File: src/design/noncomp_pkg.sv
// ---------------------------------------------------------
// FP32 non-computational unit shared types
// Format constants, operand and status structs, opcode enums
// ---------------------------------------------------------
`default_nettype none

package noncomp_pkg;

  // ---------------------------------------------------------
  // Format constants
  // ---------------------------------------------------------
  localparam int unsigned EXP_BITS = 8;
  localparam int unsigned MAN_BITS = 23;
  localparam int unsigned FP_WIDTH = 1 + EXP_BITS + MAN_BITS;

  // One FP32 word split into its fields
  typedef struct packed {
    logic                sign;
    logic [EXP_BITS-1:0] exponent;
    logic [MAN_BITS-1:0] mantissa;
  } fp_t;

  // Canonical quiet NaN, positive with only the quiet bit set
  localparam fp_t CANON_QNAN = 32'h7fc00000;

  // Operation groups of the unit
  typedef enum logic [1:0] {
    OP_SGNJ     = 2'd0,
    OP_MINMAX   = 2'd1,
    OP_CMP      = 2'd2,
    OP_CLASSIFY = 2'd3
  } op_e;

  // Rounding-mode field, reused here as the sub-operation select
  typedef enum logic [2:0] {
    RNE = 3'b000,
    RTZ = 3'b001,
    RDN = 3'b010,
    RUP = 3'b011
  } roundmode_e;

  // IEEE exception flags
  typedef struct packed {
    logic NV;
    logic DZ;
    logic OF;
    logic UF;
    logic NX;
  } status_t;

  // One-hot class mask, bit order follows the RISC-V fclass encoding
  typedef enum logic [9:0] {
    NEGINF     = 10'b00_0000_0001,
    NEGNORM    = 10'b00_0000_0010,
    NEGSUBNORM = 10'b00_0000_0100,
    NEGZERO    = 10'b00_0000_1000,
    POSZERO    = 10'b00_0001_0000,
    POSSUBNORM = 10'b00_0010_0000,
    POSNORM    = 10'b00_0100_0000,
    POSINF     = 10'b00_1000_0000,
    SNAN       = 10'b01_0000_0000,
    QNAN       = 10'b10_0000_0000
  } classmask_e;

  // Per-operand class flags
  typedef struct packed {
    logic is_normal;
    logic is_subnormal;
    logic is_zero;
    logic is_inf;
    logic is_nan;
    logic is_signalling;
  } fp_info_t;

  // ---------------------------------------------------------
  // Request and response bundles
  // ---------------------------------------------------------
  typedef struct packed {
    fp_t        operand_a;
    fp_t        operand_b;
    roundmode_e rnd_mode;
    op_e        op;
    logic       op_mod;
  } noncomp_req_t;

  typedef struct packed {
    fp_t        result;
    status_t    status;
    logic       extension_bit;
    classmask_e class_mask;
    logic       is_class;
  } noncomp_rsp_t;

endpackage

`default_nettype wire

File: src/design/fp_classifier.sv
// ---------------------------------------------------------
// Operand classifier
// Class flags for both operands, class mask for operand A
// ---------------------------------------------------------
`timescale 1ns/1ps
`default_nettype none

module fp_classifier (
  input  noncomp_pkg::fp_t        operand_a_i,
  input  noncomp_pkg::fp_t        operand_b_i,
  output noncomp_pkg::fp_info_t   info_a_o,
  output noncomp_pkg::fp_info_t   info_b_o,
  output noncomp_pkg::classmask_e class_mask_o
);

  import noncomp_pkg::*;

  // Decode one operand from its exponent and mantissa fields
  function automatic fp_info_t classify_operand(fp_t value);
    fp_info_t info;
    logic     exp_zero;
    logic     exp_ones;
    logic     man_zero;
    exp_zero = (value.exponent == '0);
    exp_ones = (value.exponent == '1);
    man_zero = (value.mantissa == '0);
    info.is_normal    = ~exp_zero & ~exp_ones;
    info.is_subnormal = exp_zero & ~man_zero;
    info.is_zero      = exp_zero & man_zero;
    info.is_inf       = exp_ones & man_zero;
    info.is_nan       = exp_ones & ~man_zero;
    // Quiet bit is the mantissa MSB, clear means signalling
    info.is_signalling = info.is_nan & ~value.mantissa[MAN_BITS-1];
    return info;
  endfunction

  assign info_a_o = classify_operand(operand_a_i);
  assign info_b_o = classify_operand(operand_b_i);

  // Class mask of operand A, sign picks the half of the mask
  always_comb begin
    if (info_a_o.is_normal) begin
      class_mask_o = operand_a_i.sign ? NEGNORM : POSNORM;
    end else if (info_a_o.is_subnormal) begin
      class_mask_o = operand_a_i.sign ? NEGSUBNORM : POSSUBNORM;
    end else if (info_a_o.is_zero) begin
      class_mask_o = operand_a_i.sign ? NEGZERO : POSZERO;
    end else if (info_a_o.is_inf) begin
      class_mask_o = operand_a_i.sign ? NEGINF : POSINF;
    end else begin
      // Only NaNs remain here
      class_mask_o = info_a_o.is_signalling ? SNAN : QNAN;
    end
  end

endmodule

`default_nettype wire

File: src/design/fp_sign_inject.sv
// ---------------------------------------------------------
// Sign injection datapath
// SGNJ, SGNJN, SGNJX and passthrough of operand A
// ---------------------------------------------------------
`timescale 1ns/1ps
`default_nettype none

module fp_sign_inject (
  input  noncomp_pkg::fp_t        operand_a_i,
  input  noncomp_pkg::fp_t        operand_b_i,
  input  noncomp_pkg::roundmode_e rnd_mode_i,
  input  logic                    op_mod_i,
  output noncomp_pkg::fp_t        result_o,
  output logic                    ext_o
);

  import noncomp_pkg::*;

  // Exponent and mantissa always come from A, only the sign changes
  always_comb begin
    result_o = operand_a_i;
    unique case (rnd_mode_i)
      // SGNJ takes B's sign
      RNE: result_o.sign = operand_b_i.sign;
      // SGNJN takes the inverse of B's sign
      RTZ: result_o.sign = ~operand_b_i.sign;
      // SGNJX, product of both signs
      RDN: result_o.sign = operand_a_i.sign ^ operand_b_i.sign;
      // Passthrough keeps A as is
      RUP: result_o = operand_a_i;
      default: result_o = operand_a_i;
    endcase
  end

  // Integer extension: sign-extend when op_mod asks for it
  assign ext_o = op_mod_i ? result_o.sign : 1'b1;

endmodule

`default_nettype wire

File: src/design/fp_compare_unit.sv
// ---------------------------------------------------------
// Magnitude ordering, min/max and quiet/signalling compares
// ---------------------------------------------------------
`timescale 1ns/1ps
`default_nettype none

module fp_compare_unit (
  input  noncomp_pkg::fp_t        operand_a_i,
  input  noncomp_pkg::fp_t        operand_b_i,
  input  noncomp_pkg::fp_info_t   info_a_i,
  input  noncomp_pkg::fp_info_t   info_b_i,
  input  noncomp_pkg::roundmode_e rnd_mode_i,
  input  logic                    op_mod_i,
  output noncomp_pkg::fp_t        minmax_o,
  output noncomp_pkg::status_t    minmax_status_o,
  output noncomp_pkg::fp_t        cmp_o,
  output noncomp_pkg::status_t    cmp_status_o
);

  import noncomp_pkg::*;

  logic any_nan;
  logic signalling_nan;
  logic operands_equal;
  logic a_smaller;
  logic cmp_bit;

  // ---------------------------------------------------------
  // Shared ordering
  // ---------------------------------------------------------
  assign any_nan        = info_a_i.is_nan | info_b_i.is_nan;
  assign signalling_nan = info_a_i.is_signalling | info_b_i.is_signalling;

  // +0 and -0 count as equal
  assign operands_equal = (operand_a_i == operand_b_i) |
                          (info_a_i.is_zero & info_b_i.is_zero);

  // Sign-magnitude order: unsigned compare, flipped once a sign is set
  assign a_smaller = (operand_a_i < operand_b_i) ^ (operand_a_i.sign | operand_b_i.sign);

  // ---------------------------------------------------------
  // Min / max, RNE = MIN, RTZ = MAX
  // ---------------------------------------------------------
  always_comb begin
    minmax_status_o    = '0;
    // Quiet operation, only sNaN inputs are invalid
    minmax_status_o.NV = signalling_nan;
    if (info_a_i.is_nan && info_b_i.is_nan) begin
      minmax_o = CANON_QNAN;
    end else if (info_a_i.is_nan) begin
      minmax_o = operand_b_i;
    end else if (info_b_i.is_nan) begin
      minmax_o = operand_a_i;
    end else if (rnd_mode_i == RTZ) begin
      minmax_o = a_smaller ? operand_b_i : operand_a_i;
    end else begin
      minmax_o = a_smaller ? operand_a_i : operand_b_i;
    end
  end

  // ---------------------------------------------------------
  // Comparisons, RNE = LE, RTZ = LT, RDN = EQ
  // ---------------------------------------------------------
  always_comb begin
    cmp_bit      = 1'b0;
    cmp_status_o = '0;
    if (signalling_nan) begin
      // sNaN is invalid for every compare, result stays false
      cmp_status_o.NV = 1'b1;
    end else begin
      unique case (rnd_mode_i)
        RNE: begin
          // LE is a signalling compare, any NaN is invalid
          if (any_nan) cmp_status_o.NV = 1'b1;
          else cmp_bit = (a_smaller | operands_equal) ^ op_mod_i;
        end
        RTZ: begin
          if (any_nan) cmp_status_o.NV = 1'b1;
          else cmp_bit = (a_smaller & ~operands_equal) ^ op_mod_i;
        end
        RDN: begin
          // Quiet NaN is never equal, no flag raised
          if (any_nan) cmp_bit = op_mod_i;
          else cmp_bit = operands_equal ^ op_mod_i;
        end
        default: cmp_bit = 1'b0;
      endcase
    end
  end

  // Boolean lands in bit 0 of an integer-style result
  assign cmp_o = fp_t'({{(FP_WIDTH-1){1'b0}}, cmp_bit});

endmodule

`default_nettype wire

File: src/design/noncomp_ctrl.sv
// ---------------------------------------------------------
// Result select and output register stage
// Valid/ready handshake with flush and busy indication
// ---------------------------------------------------------
`timescale 1ns/1ps
`default_nettype none

module noncomp_ctrl (
  input  logic                      clk_i,
  input  logic                      rst_n_i,
  input  noncomp_pkg::op_e          op_i,
  // Datapath results
  input  noncomp_pkg::fp_t          sgnj_i,
  input  logic                      sgnj_ext_i,
  input  noncomp_pkg::fp_t          minmax_i,
  input  noncomp_pkg::status_t      minmax_status_i,
  input  noncomp_pkg::fp_t          cmp_i,
  input  noncomp_pkg::status_t      cmp_status_i,
  input  noncomp_pkg::classmask_e   class_mask_i,
  // Input handshake
  input  logic                      in_valid_i,
  output logic                      in_ready_o,
  input  logic                      flush_i,
  // Output side
  output noncomp_pkg::noncomp_rsp_t rsp_o,
  output logic                      out_valid_o,
  input  logic                      out_ready_i,
  output logic                      busy_o
);

  import noncomp_pkg::*;

  noncomp_rsp_t rsp_d;
  noncomp_rsp_t rsp_q;
  logic         valid_q;
  logic         accept;

  // ---------------------------------------------------------
  // Result selection
  // ---------------------------------------------------------
  always_comb begin
    rsp_d = '0;
    // Class mask goes out for every op
    rsp_d.class_mask = class_mask_i;
    unique case (op_i)
      OP_SGNJ: begin
        rsp_d.result        = sgnj_i;
        rsp_d.extension_bit = sgnj_ext_i;
      end
      OP_MINMAX: begin
        rsp_d.result        = minmax_i;
        rsp_d.status        = minmax_status_i;
        // Always a float value
        rsp_d.extension_bit = 1'b1;
      end
      OP_CMP: begin
        rsp_d.result        = cmp_i;
        rsp_d.status        = cmp_status_i;
        rsp_d.extension_bit = 1'b0;
      end
      OP_CLASSIFY: begin
        // Mask only, result and flags stay zero
        rsp_d.is_class = 1'b1;
      end
    endcase
  end

  // ---------------------------------------------------------
  // Output stage
  // ---------------------------------------------------------
  // Stage frees up when the consumer takes it or it holds a bubble
  assign in_ready_o = out_ready_i | ~valid_q;

  // Flush drops whatever arrives this cycle
  assign accept = in_valid_i & in_ready_o & ~flush_i;

  always_ff @(posedge clk_i) begin
    if (!rst_n_i) begin
      valid_q <= 1'b0;
      rsp_q   <= '0;
    end else begin
      if (flush_i) begin
        valid_q <= 1'b0;
      end else if (in_ready_o) begin
        valid_q <= in_valid_i;
      end
      // Response holds under back-pressure
      if (accept) begin
        rsp_q <= rsp_d;
      end
    end
  end

  assign rsp_o       = rsp_q;
  assign out_valid_o = valid_q;
  // Single stage, so busy is just the stage valid
  assign busy_o      = valid_q;

endmodule

`default_nettype wire

File: src/design/fp_noncomp_top.sv
// ---------------------------------------------------------
// FP32 non-computational unit top level
// ---------------------------------------------------------
`timescale 1ns/1ps
`default_nettype none

module fp_noncomp_top (
  input  logic                      clk_i,
  input  logic                      rst_n_i,
  // Request side
  input  noncomp_pkg::noncomp_req_t req_i,
  input  logic                      in_valid_i,
  output logic                      in_ready_o,
  input  logic                      flush_i,
  // Response side
  output noncomp_pkg::noncomp_rsp_t rsp_o,
  output logic                      out_valid_o,
  input  logic                      out_ready_i,
  output logic                      busy_o
);

  import noncomp_pkg::*;

  fp_info_t   info_a;
  fp_info_t   info_b;
  classmask_e class_mask;
  fp_t        sgnj_result;
  logic       sgnj_ext;
  fp_t        minmax_result;
  status_t    minmax_status;
  fp_t        cmp_result;
  status_t    cmp_status;

  // Operand classification, feeds the compare unit and the mask
  fp_classifier u_classifier (
    .operand_a_i  (req_i.operand_a),
    .operand_b_i  (req_i.operand_b),
    .info_a_o     (info_a),
    .info_b_o     (info_b),
    .class_mask_o (class_mask)
  );

  fp_sign_inject u_sign_inject (
    .operand_a_i (req_i.operand_a),
    .operand_b_i (req_i.operand_b),
    .rnd_mode_i  (req_i.rnd_mode),
    .op_mod_i    (req_i.op_mod),
    .result_o    (sgnj_result),
    .ext_o       (sgnj_ext)
  );

  fp_compare_unit u_compare (
    .operand_a_i     (req_i.operand_a),
    .operand_b_i     (req_i.operand_b),
    .info_a_i        (info_a),
    .info_b_i        (info_b),
    .rnd_mode_i      (req_i.rnd_mode),
    .op_mod_i        (req_i.op_mod),
    .minmax_o        (minmax_result),
    .minmax_status_o (minmax_status),
    .cmp_o           (cmp_result),
    .cmp_status_o    (cmp_status)
  );

  // Select and register, one cycle of latency
  noncomp_ctrl u_ctrl (
    .clk_i           (clk_i),
    .rst_n_i         (rst_n_i),
    .op_i            (req_i.op),
    .sgnj_i          (sgnj_result),
    .sgnj_ext_i      (sgnj_ext),
    .minmax_i        (minmax_result),
    .minmax_status_i (minmax_status),
    .cmp_i           (cmp_result),
    .cmp_status_i    (cmp_status),
    .class_mask_i    (class_mask),
    .in_valid_i      (in_valid_i),
    .in_ready_o      (in_ready_o),
    .flush_i         (flush_i),
    .rsp_o           (rsp_o),
    .out_valid_o     (out_valid_o),
    .out_ready_i     (out_ready_i),
    .busy_o          (busy_o)
  );

endmodule

`default_nettype wire

File: config.mk
export PLATFORM = sky130hd
export DESIGN_NAME = fp_noncomp_top
export DESIGN_NICKNAME = d
export VERILOG_FILES = /design/src/design/noncomp_pkg.sv /design/src/design/fp_classifier.sv /design/src/design/fp_sign_inject.sv /design/src/design/fp_compare_unit.sv /design/src/design/noncomp_ctrl.sv /design/src/design/fp_noncomp_top.sv
export SDC_FILE = /design/constraint.sdc
export NUM_CORES = 1
export LEC_CHECK = 0
export ABC_AREA = 1
export BUFFER_PORTS_ARGS = -buffer_cell sky130_fd_sc_hd__clkbuf_2
export CAP_MARGIN = 20
export CORE_ASPECT_RATIO = 1.1
export CORE_MARGIN = 8
export CORE_UTILIZATION = 40
export DETAILED_ROUTE_END_ITERATION = 10
export PLACE_DENSITY = 0.65
export SYNTH_ARGS = -nofsm -noshare
export SYNTH_HDL_FRONTEND = slang
export SYNTH_SLANG_ARGS = --single-unit
File: constraint.sdc
create_clock -name clk_i -period 3.2 [get_ports clk_i]
set_input_delay 0.64 -clock clk_i [delete_from_list [all_inputs] [get_ports clk_i]]
set_output_delay 0.64 -clock clk_i [all_outputs]
set_load 0.02 [all_outputs]
Yosys cells after proc, flatten, opt, wreduce, memory -nomap -nowiden
Cells that the tools add are included.

Add/subtract/negate cells: 0. $mul: 0. Div/mod/pow operators: 0. Magnitude comparators: 1. Eq/ne operators: 8. Shifts and indexed selects: 0. Mux-type cells: 29. Bitwise gates (word level): 35. Reductions and logical operators: 9.

Operator list (count): $mux W32 (6); $pmux W32 S3 (1); $mux W10 (5); $logic_not A23 Y1 (2); $eq A32 B32 Y1 (1); $lt A32 B32 Y1 (1); $eq A8 B8 Y1 const B (2); $logic_not A8 Y1 (2); $and A1 B1 Y1 (13); $not A1 Y1 (11); $pmux W5 S2 (1); $mux W1 (9); $mux W8 (1); $mux W7 (1); $mux W6 (1); $or A1 B1 Y1 (6); $pmux W1 S3 (2); $mux W5 (1); $xor A1 B1 Y1 (5); $eq A2 B2 Y1 const B (2); $reduce_or A2 Y1 (2); $eq A3 B1 Y1 const B (1); $eq A3 B2 Y1 const B (1); $logic_not A3 Y1 (1); 4 further kinds (4).

Bits in registers: 50. Latch bits: 0. Bits in writable memories: 0. Memory bits (read-only): 0. Input port bits: 75. Output and inout bits: 52. Word-level logic and storage cells: 94. Memories kept: 0.

Logic depth before layout (Yosys ltp)
Gate-level depths: netlist of the first run.

Depth in word-level cells: 11. Depth in mapped cells: 24. Gate-level depth less buffers: 23.

Hierarchy
Synthesis of the first run repeated with hierarchy kept, for this count alone.

Cell total of the unflattened synthesis: 922. Area, all modules: 5506.5 um2.

Modules (own cells, without submodules): noncomp_ctrl (instances 1, cells each 392, area each 2676.3 um2, seq. area each 1001.0 um2); fp_compare_unit (instances 1, cells each 382, area each 2089.5 um2, seq. area each 0.0 um2); fp_classifier (instances 1, cells each 102, area each 439.2 um2, seq. area each 0.0 um2); fp_sign_inject (instances 1, cells each 46, area each 301.5 um2, seq. area each 0.0 um2).

Worst setup path before layout of the first run
OpenSTA, ideal clock, no wires.

Path kind: input to register. From: in req_i[69] in the netlist's numbering. To: reg u_ctrl.rsp_q, in the netlist u_ctrl.rsp_o[30]. Library setup time: 0.142 ns. Arrival: 2.459 ns. Required time: 3.058 ns. Slack: 0.599 ns. Cell stages on the path: 19. Buffers on the path: 2. Path through: inv_1 -> ha_1 -> nor2_1 -> and3_1 -> nand2_1 -> nor2_2 -> nand2_2 -> nand2_2 -> nand2_2 -> nand3_1 -> nand3_2 -> nand2_4 -> buf_6 -> buf_6 -> nand2_2 -> nand3_1 -> nand2_1 -> nand2_1 -> a21oi_2.

Word-level cells in the longest chain between the ends: 8. Elaborated cells on any way between the ends: 10.

RTL lines: start, declared (RTL line fp_noncomp_top.sv:11) `input noncomp_pkg::noncomp_req_t req_i,`; $lt A32 B32 Y1 or $or A1 B1 Y1 (tied branches) (RTL line fp_compare_unit.sv:39) `assign a_smaller = (operand_a_i < operand_b_i) ^ (operand_a_i.sign | operand_b_i.sign);`; $xor A1 B1 Y1 * (RTL line fp_compare_unit.sv:39); $mux W32, on equally long branches (RTL line fp_compare_unit.sv:57, fp_compare_unit.sv:55); $mux W32 * (RTL line fp_compare_unit.sv:54) `end else if (rnd_mode_i == RTZ) begin`; $mux W32 * (RTL line fp_compare_unit.sv:52) `end else if (info_b_i.is_nan) begin`; $mux W32 * (RTL line fp_compare_unit.sv:50) `end else if (info_a_i.is_nan) begin`; $mux W32 * (RTL line fp_compare_unit.sv:48) `if (info_a_i.is_nan && info_b_i.is_nan) begin`; $pmux W32 S3 * (RTL line noncomp_ctrl.sv:45) `unique case (op_i)`; end signal, assigned (RTL line noncomp_ctrl.sv:89) `rsp_q <= rsp_d;`; end, declared (RTL line noncomp_ctrl.sv:34) `noncomp_rsp_t rsp_q;`.

Every way passes the cells marked *; elsewhere a longest branch is shown, timed or not. A chain may end at the register's enable or synchronous reset.

Final worst setup path of the first run
From: in req_i[37] in the netlist's numbering. To: reg u_ctrl.rsp_q, in the netlist u_ctrl.rsp_o[38].

The elaborated chain is that of the path after synthesis.

==> flow_summary.toml, run 1 <==
[drt]
ant_nets = 0
drc = 0
avgViaCountPerCell = 4.95
num_vias = 4428
post_drt_wl_per_cell_um = 14.1
drtIter0Drc = 200
firstDrtPassIters = 4
wl_um = 12700

[clock_tree]
cts_resized = 0
post_cts_buffers = 0
clk_latency_ps = 320
clk_pin_slew_ps = 90
numCtsBuffers = 5
cts_num_sinks = 46
cts_root_buf = "clkbuf_8"
holdBufCountCts = 0
cts_buffer_depth = 2
cts_tree = "yes"
htree_levels = 2

[grt]
antenna_found_initial = 0
grt_max_degree = 34
track_usage_pct = 19.0
grt_remaining_overflow = 0
first_global_vias = 4561
grt_pass1_wl_um = 21500

[synth]
syn_area_um2 = 3980
yosys_warnings = 0
synth.distinct_cells = 33
ys_seq_area_share_pct = 23.2
ys_ff_latch = 46
synth.avg_cell_area_um2 = 6.03
postSynthCellCount = 660

[timing]
finClkSkew_ps = 9.69
rsz0062_at_grt = "no"
tightest_slew_ps = 589
tns_ps = 0
finalHoldViolCount = 0
fin_crit_ps = 2760
fmax_mhz = 362
report.final.slew_viol_count = 0
period_share_pct = 86.4
max-slew-margin-rel_pct = 60.5
finalSetupViolCount = 0

[layout]
syn2layout_area_growth_pct = 21.5
drive_gt1_share_pct = 23.0
nets = 887
layout_commonest_cell = "nand2_1"
final_cell_mix = "239 x nand2_1, 122 x clkbuf_2, 90 x inv_1"
fin_cells = 895
multi_input_area_um2 = 2560
utilization_pct = 49.3
antenna_cells = 0
ff_latch_area_um2 = 921
fill_cells = 1084

[floorplan]
die_w_um = 111
pin_count = 127
initial_core_util_pct = 40.6
coreArea_um2 = 9790
die_area_um2 = 13400
num_rows = 38
die_y_um = 121

[worst_setup_path]
crit_chain = "clkbuf_2, inv_1, ha_1, nor2_1, and3_1, nand2_1, nor2_2, nand2_2, nand3_1, nand3_1, nand3_2, nand2_4, inv_2, nand2_1, nand3_1, nand2_1, nand2_1, a21oi_2"
regToRegSetupSlack_ps = 1360
start_kind = "input port"
critPathMaxFanout = 21
cpMostUsedCell = "nand2_1"
crit_start = "req_i[37]"
required_ps = 3400
critPathTopFamily = "simple AND/OR/NAND/NOR gates"
worst-path-stages = 18
slowest_delay_ps = 330
critical_path_arrival_ps = 2960
r2r-end = "u_ctrl.rsp_o[1]"
r2r-start = "u_ctrl.busy_o"
end_kind = "flop"
crit_slowest_cell = "ha_1"
r2r_cells = 9
crit_end = "u_ctrl.rsp_o[38]"
crit_buf_inv = 3
crit_type = "in2reg"

[power]
p_per_area_nw_per_um2 = 334
intPower_mw = 1.07
power_leakage_nw = 2.58
swShare_pct = 33.5
comb_power_share_pct = 30.1
clkPwrFrac_pct = 33.0
seqPwrFrac_pct = 36.9
p_sw_mw = 0.540
vdd.ir_drop.worst_v = 0.000171

[min_path]
min_path_type = "reg2reg"
whs_path_depth = 2

[place]
numPortBuffers = 122
dp_cells = 887
dp_hpwl_um = 10500
gp_congestion = 0.892

[job]
cap_violations = 0

[run_status]
outcome = "finished, final reports clean"
[metrics by stage]
step	total power, mW	instance area, µm²	setup slack (ps)	hold WS (ps)
floorplan	0.939	3990	599	545
CTS	1.64	4830	452	474
finish	1.61	4830	435	469
global placement	1.09	4700	207	452
global route	1.73	4830	140	476
detailed placement	1.10	4700	129	459
[area by class of cell]
cell class | count | share of cell area [%]
clock buffer | 5 | 1.42
clock inverter | 3 | 1.42
inverter | 93 | 7.22
multi-input combinational | 494 | 53.0
sequential | 46 | 19.1
tap | 120 | 3.11
timing repair buffer | 134 | 14.8
[state kept, by name, summed over array words and instances (netlist names)]
| register | cells |
|---|---|
| u_ctrl.busy_o | 1 |
| u_ctrl.rsp_o | 45 |
[kinds of logic (layout without fill, tap and decap cells)]
family,after synthesis,count (layout),synth area share (%)
AO/OA/AOI/OAI,82,82,11.8
XOR/XNOR,1,1,0.220
other,1,4,0.0943
buffers and inverters,123,235,12.8
AND/OR/NAND/NOR,369,369,40.0
flip-flops,46,46,23.2
adder cells (fa/ha/maj),38,38,12.0
[worst register-to-register path, stage by stage, from the launching register on]
cell and delay (ps):
dfxtp_1 370, inv_1 50, nor2_1 110, nor3_1 60, buf_4 150, inv_1 390
buf_4 320, nor2_1 130, nand2_1 90, a21oi_1 60
[how the worst min path moves through the flow]
stage	endpoint	slack, ps	from
4_1_cts	u_ctrl.rsp_o[29]	470	u_ctrl.rsp_o[29]
5_1_grt	u_ctrl.busy_o	480	flush_i
3_5_place_dp	u_ctrl.rsp_o[29]	460	u_ctrl.rsp_o[29]
3_3_place_gp	u_ctrl.rsp_o[29]	450	u_ctrl.rsp_o[29]
2_1_floorplan	u_ctrl.rsp_o[10]	550	u_ctrl.rsp_o[10]
6_report	u_ctrl.rsp_o[29]	470	u_ctrl.rsp_o[29]
[routing by layer]
layer / global-route usage [%] / part of all wire [%] / up-vias
li1: - / - / 2320
met2: 34.0 / 49 / 107
met1: 21.7 / 44 / 1983
met4: 7.09 / 2.0 / 0
met3: 4.06 / 5.5 / 18
met5: 0 / 0 / -
[synthesized netlist by cell type]
master | number | area, µm²
buf_2 | 7 | 35.0
or4_1 | 1 | 7.51
nand2_1 | 239 | 897
inv_2 | 2 | 7.51
nand2_2 | 15 | 93.8
nor2_2 | 2 | 12.5
a21o_1 | 3 | 22.5
xor2_1 | 1 | 8.76
nand3_1 | 42 | 210
buf_6 | 2 | 22.5
nor4_1 | 2 | 12.5
a21oi_2 | 11 | 96.3
a31oi_1 | 2 | 12.5
nor3_1 | 5 | 25.0
buf_4 | 6 | 45.0
nand2_4 | 1 | 11.3
nor4_2 | 1 | 12.5
o22ai_1 | 1 | 6.26
o21ai_1 | 2 | 10.0
conb_1 | 1 | 3.75
ha_1 | 38 | 475
and3_1 | 1 | 6.26
clkinv_1 | 1 | 3.75
nand4_1 | 23 | 144
clkbuf_1 | 15 | 56.3
a211oi_1 | 2 | 15.0
inv_1 | 90 | 338
o31ai_1 | 1 | 7.51
o21ai_0 | 14 | 70.1
a21oi_1 | 46 | 230
nor2_1 | 34 | 128
dfxtp_1 | 46 | 921
nand3_2 | 3 | 30.0
[power groups by stage]
stage	Clock (mW)	Sequential (mW)	Combinational, mW
2_1_floorplan	0	0.627	0.312
3_3_place_gp	0	0.609	0.481
3_5_place_dp	0	0.609	0.487
4_1_cts	0.552	0.596	0.489
5_1_grt	0.570	0.598	0.557
6_report	0.533	0.596	0.486
Note: power is estimated with default switching activity, not from simulation.
==> inputs of run 2 (changes only) <==
PLACE_DENSITY = 0.68   (was 0.65)
SETUP_SLACK_MARGIN = 0.5   (was default)
clock period = 2.4 ns   (was 3.2 ns; I/O delays follow)
==> run 2 against run 1 <==
  * Sequential power is 33% higher
  * Wire length rose by 14%
  * Clock skew shrank 6.1 ps
  * Worst setup slack worse by 460 ps
  * Non-clock buffer count grew 79
  * Via count up 11%
  * Highest routed layer unchanged
  * Critical path type unchanged
  * The flow now finishes with violations (negative setup slack)
  * Count of clock-buffer cells in the layout is 1 higher
  * Die area stayed put
  * First-iteration DRC count increased by 11%
  * Critical path depth is 4 higher
==> flow_summary.toml, run 2 (synthesized netlist as in run 1, its figures left out) <==
[grt]
first_global_vias = 5003
antenna_found_initial = 0
grt_remaining_overflow = 0
grt_max_degree = 43
track_usage_pct = 20.6
grt_pass1_wl_um = 23200

[power]
swShare_pct = 35.9
intPower_mw = 1.45
p_sw_mw = 0.810
p_per_area_nw_per_um2 = 370
power_leakage_nw = 3.08
power_mw = 2.26
comb_power_share_pct = 43.7
vdd.ir_drop.worst_v = 0.000194
seqPwrFrac_pct = 35.1
clkPwrFrac_pct = 21.2

[clock_tree]
cts_buffer_depth = 2
clk_latency_ps = 310
clk_pin_slew_ps = 80
cts_root_buf = "clkbuf_8"
holdBufCountCts = 0
cts_num_sinks = 46
numCtsBuffers = 5
htree_levels = 2
cts_tree = "yes"

[drt]
firstDrtPassIters = 4
drtIter0Drc = 222
wl_um = 14400
avgViaCountPerCell = 5.05
post_drt_wl_per_cell_um = 14.8
num_vias = 4915
drc = 0
ant_nets = 0

[worst_setup_path]
r2r-end = "u_ctrl.rsp_o[5]"
regToRegSetupSlack_ps = 660
r2r-start = "u_ctrl.busy_o"
crit_type = "in2reg"
r2r_cells = 8
required_ps = 2620
start_kind = "input port"
critical_path_arrival_ps = 2650
end_kind = "flop"
critPathMaxFanout = 8

[layout]
antenna_cells = 0
final_cell_mix = "214 x nand2_1, 114 x clkbuf_2, 80 x buf_4"
fin_cells = 973
nets = 967
layout_commonest_cell = "nand2_1"
largest_reg_flops = 45
syn2layout_area_growth_pct = 53.6
drive_gt1_share_pct = 41.9
stdcell_area_um2 = 6110
utilization_pct = 62.4

[timing]
rsz0062_at_grt = "yes"
finClkSkew_ps = 3.62
fin_crit_ps = 2420
report.final.slew_viol_count = 0
tns_ps = -77.0
worst_slack_ps = -23.6
finalSetupViolCount = 6
fmax_mhz = 413
max-slew-margin-rel_pct = 56.3
holdWs_ps = 348
finalHoldViolCount = 0
period_share_pct = 101
tightest_slew_ps = 655

[floorplan]
die_w_um = 111
coreArea_um2 = 9790
die_y_um = 121
die_area_um2 = 13400
num_rows = 38
pin_count = 127
initial_core_util_pct = 40.6

[place]
place_area_um2 = 5410
dp_cells = 949
gp_congestion = 0.908
dpl_worst_slack_ps = -413
dp_hpwl_um = 11000
numPortBuffers = 122

[run_status]
outcome = "finished with violations"
violations = "negative setup slack"

[job]
cap_violations = 0

[min_path]
min_from = "flush_i"
min_path_type = "in2reg"
min_to = "u_ctrl.busy_o"
whs_path_depth = 2
-- run 2: worst max-delay path by stage --
| stage | from | endpoint | slack (ps) |
|---|---|---|---|
| 5_1_grt | req_i[15] | u_ctrl.rsp_o[19] | -170 |
| 3_5_place_dp | req_i[36] | u_ctrl.rsp_o[24] | -410 |
| 6_report | req_i[36] | u_ctrl.rsp_o[46] | -20 |
| 4_1_cts | req_i[27] | u_ctrl.rsp_o[39] | 70 |
| 2_1_floorplan | req_i[36] | u_ctrl.rsp_o[17] | 7 |
| 3_3_place_gp | req_i[36] | u_ctrl.rsp_o[24] | -410 |
-- run 2: area by class of cell --
cell class	count	area, µm²
clock buffer	6	82.6
inverter	93	378
timing repair buffer	213	1500
multi-input combinational	495	3080
fill	912	3690
tap	120	150
sequential	46	921
-- run 2: worst max-delay path: stages --
cell	delay (ps)
clkbuf_16	120
inv_12	30
ha_4	250
inv_2	40
nor2_4	90
and3_4	210
nand2_4	80
a21oi_4	150
nor2_4	80
nand2_4	90
nand2_4	50
nand3_2	70
nand3_4	90
nand2_4	110
buf_12	130
buf_12	120
nand2_1	50
o21ai_1	60
nand2_1	60
nand2_1	60
nand2_1	60
a21oi_1	130
-- run 2: power groups by stage --
stage | Clock (mW) | Sequential [mW] | Combinational (mW)
after floorplan | 0 | 0.836 | 0.457
after global placement | 0 | 0.811 | 0.781
after detailed placement | 0 | 0.812 | 0.798
after CTS | 0.500 | 0.794 | 0.925
after global routing | 0.520 | 0.797 | 1.08
final | 0.478 | 0.794 | 0.987
-- run 2: what timing repair did --
item | 4_1_cts | 5_1_grt
pin swaps | 35 | 29
setup endpoints to repair | 33 | 41
cloned | 2 | 0
gates resized for setup | 60 | 41
buffers inserted | 12 | 4
-- run 2: routing by layer --
layer	wire length [µm]	vias up	part of all wire (%)	GRT usage, %
li1	-	2476	-	-
met1	5880	2261	41	22.5
met2	7460	151	52	38.7
met5	0	-	0	0
met3	740	27	5.1	3.57
met4	349	0	2.4	8.34
==> inputs of run 3 (changes only) <==
PLACE_DENSITY = default   (was 0.68)
PLACE_DENSITY_LB_ADDON = 0.1   (was default)
clock period = 2.29 ns   (was 2.4 ns; I/O delays follow)
==> run 3 against run 2 <==
  * The run still ends with negative setup slack left
  * Via count rose by 2.4%
  * Sequential power rose by 4.9%
  * Utilization rose by 4.5 points
  * Die area did not move
  * Largest cell class unchanged
  * Design area rose by 7.2%
  * Sequential share of layout area fell by 1.0 points
  * Critical endpoint is now u_ctrl.rsp_o[32]
==> flow_summary.toml, run 3 (synthesized netlist as in run 1, its figures left out) <==
[clock_tree]
clk_pin_slew_ps = 90
htree_levels = 2
numCtsBuffers = 5
clk_latency_ps = 310
cts_tree = "yes"
cts_buffer_depth = 2
cts_num_sinks = 46
holdBufCountCts = 0
cts_root_buf = "clkbuf_8"

[timing]
finClkSkew_ps = 9.73
fmax_mhz = 434
period_share_pct = 101
max-slew-margin-rel_pct = 60.2
fin_crit_ps = 2300
worst_slack_ps = -13.4
tightest_slew_ps = 597
finalSetupViolCount = 14
tns_ps = -91.9
report.final.slew_viol_count = 0
rsz0062_at_grt = "yes"
finalHoldViolCount = 0

[layout]
utilization_pct = 66.8
layout_commonest_cell = "nand2_1"
largest_reg_flops = 45
stdcell_area_um2 = 6550
final_cell_mix = "206 x nand2_1, 119 x clkbuf_2, 113 x buf_4"
antenna_cells = 0
drive_gt1_share_pct = 47.6
syn2layout_area_growth_pct = 64.6
nets = 1001

[floorplan]
coreArea_um2 = 9790
die_y_um = 121
die_area_um2 = 13400
pin_count = 127
num_rows = 38
initial_core_util_pct = 40.6
die_w_um = 111

[drt]
firstDrtPassIters = 4
drtIter0Drc = 250
num_vias = 5032
post_drt_wl_per_cell_um = 14.8
drc = 0
ant_nets = 0
wl_um = 14900
avgViaCountPerCell = 4.99

[worst_setup_path]
start_kind = "input port"
required_ps = 2540
slowest_delay_ps = 280
crit_chain = "clkbuf_2, inv_2, ha_1, nand2_2, nor2_4, buf_4, nand2_2, a21oi_4, nor2_4, nand3_2, nand3_4, nand3_4, nand2_8, buf_12, inv_12, nand2_4, nand3_2, nand2_1, nand2_1, a21oi_2"
crit_type = "in2reg"
end_kind = "flop"
critPathMaxFanout = 6
critical_path_arrival_ps = 2550
crit_slowest_cell = "ha_1"

[job]
cap_violations = 0

[grt]
antenna_found_initial = 0
grt_max_degree = 44
grtUsageMet3_pct = 3.62
grt_util_met2_pct = 39.5
grt_remaining_overflow = 0
grt-busiest-layer = "met2"
first_global_vias = 5066
track_usage_pct = 21.1
grt_pass1_wl_um = 23800
use_met1_pct = 23.6

[run_status]
violations = "negative setup slack"
outcome = "finished with violations"

[power]
p_per_area_nw_per_um2 = 398
power_leakage_nw = 3.30
vdd.ir_drop.worst_v = 0.000317

[place]
dp_hpwl_um = 11300
place_area_um2 = 5680
numPortBuffers = 122
gp_congestion = 0.911

[min_path]
min_path_type = "in2reg"
-- run 3: cell count changes in the layout (fill, tap and decap cells not counted), sizes merged --
cell / before / now
clkbuf: 128 / 129
nor2: 37 / 36
bufinv: 0 / 1
bufbuf: 0 / 1
clkinvlp: 1 / 0
buf: 91 / 122
inv: 91 / 94
-- run 3: stage by stage --
| stage | instances | worst slack, ps | hold slack [ps] | total power [mW] |
|---|---|---|---|---|
| 2_1_floorplan | 663 | -80.7 | 536 | 1.36 |
| 3_3_place_gp | 985 | -502 | 455 | 1.72 |
| 3_5_place_dp | 985 | -540 | 456 | 1.73 |
| 4_1_cts | 1005 | -25.8 | 309 | 2.52 |
| 5_1_grt | 1008 | -163 | 322 | 2.75 |
| 6_report | 1008 | -13.4 | 320 | 2.60 |
-- run 3: power breakdown --
| group | internal (mW) | switching, mW |
|---|---|---|
| registers | 0.821 | 0.0121 |
| clock network | 0.350 | 0.294 |
| logic | 0.508 | 0.619 |
| total | 1.68 | 0.925 |
-- run 3: area by class of cell --
cell class	count	area, µm²
multi-input cells	494	3250
fillers	883	3250
repair buffers	246	1720
flip-flops and latches	46	921
inverters	93	379
well taps	120	150
clock buffers	6	82.6
clock inverters	1	30.0
repair inverters	2	22.5
-- run 3: critical path, delay by kind of cell --
kind / cells / cell delay, ps
simple gates: 12 / 1140
buf+inv: 5 / 480
fa+ha+maj: 1 / 280
compound gates: 2 / 180
-- run 3: metal layers --
layer  wire, µm  vias to the layer above
li1           -                     2550
met3        814                       23
met1       6080                     2329
met5          0                        -
met4        306                        0
met2       7680                      130
-- run 3: path summary, 6_finish.rpt --
kind | depth (start not counted) | to | slack [ps] | startpoint
setup reg to reg | 9 | u_ctrl.rsp_o[24] | 540 | u_ctrl.busy_o
setup / recovery | 20 | u_ctrl.rsp_o[32] | -10 | req_i[26]
hold reg to reg | 2 | u_ctrl.rsp_o[28] | 470 | u_ctrl.rsp_o[28]
hold / removal | 2 | u_ctrl.busy_o | 320 | flush_i
-- run 3: what timing repair did --
item | 4_1_cts | 5_1_grt
setup buffers | 9 | 2
gates resized for setup | 86 | 51
pin swaps | 41 | 34
gates cloned | 4 | 1
endpoints found under the setup margin | 33 | 34
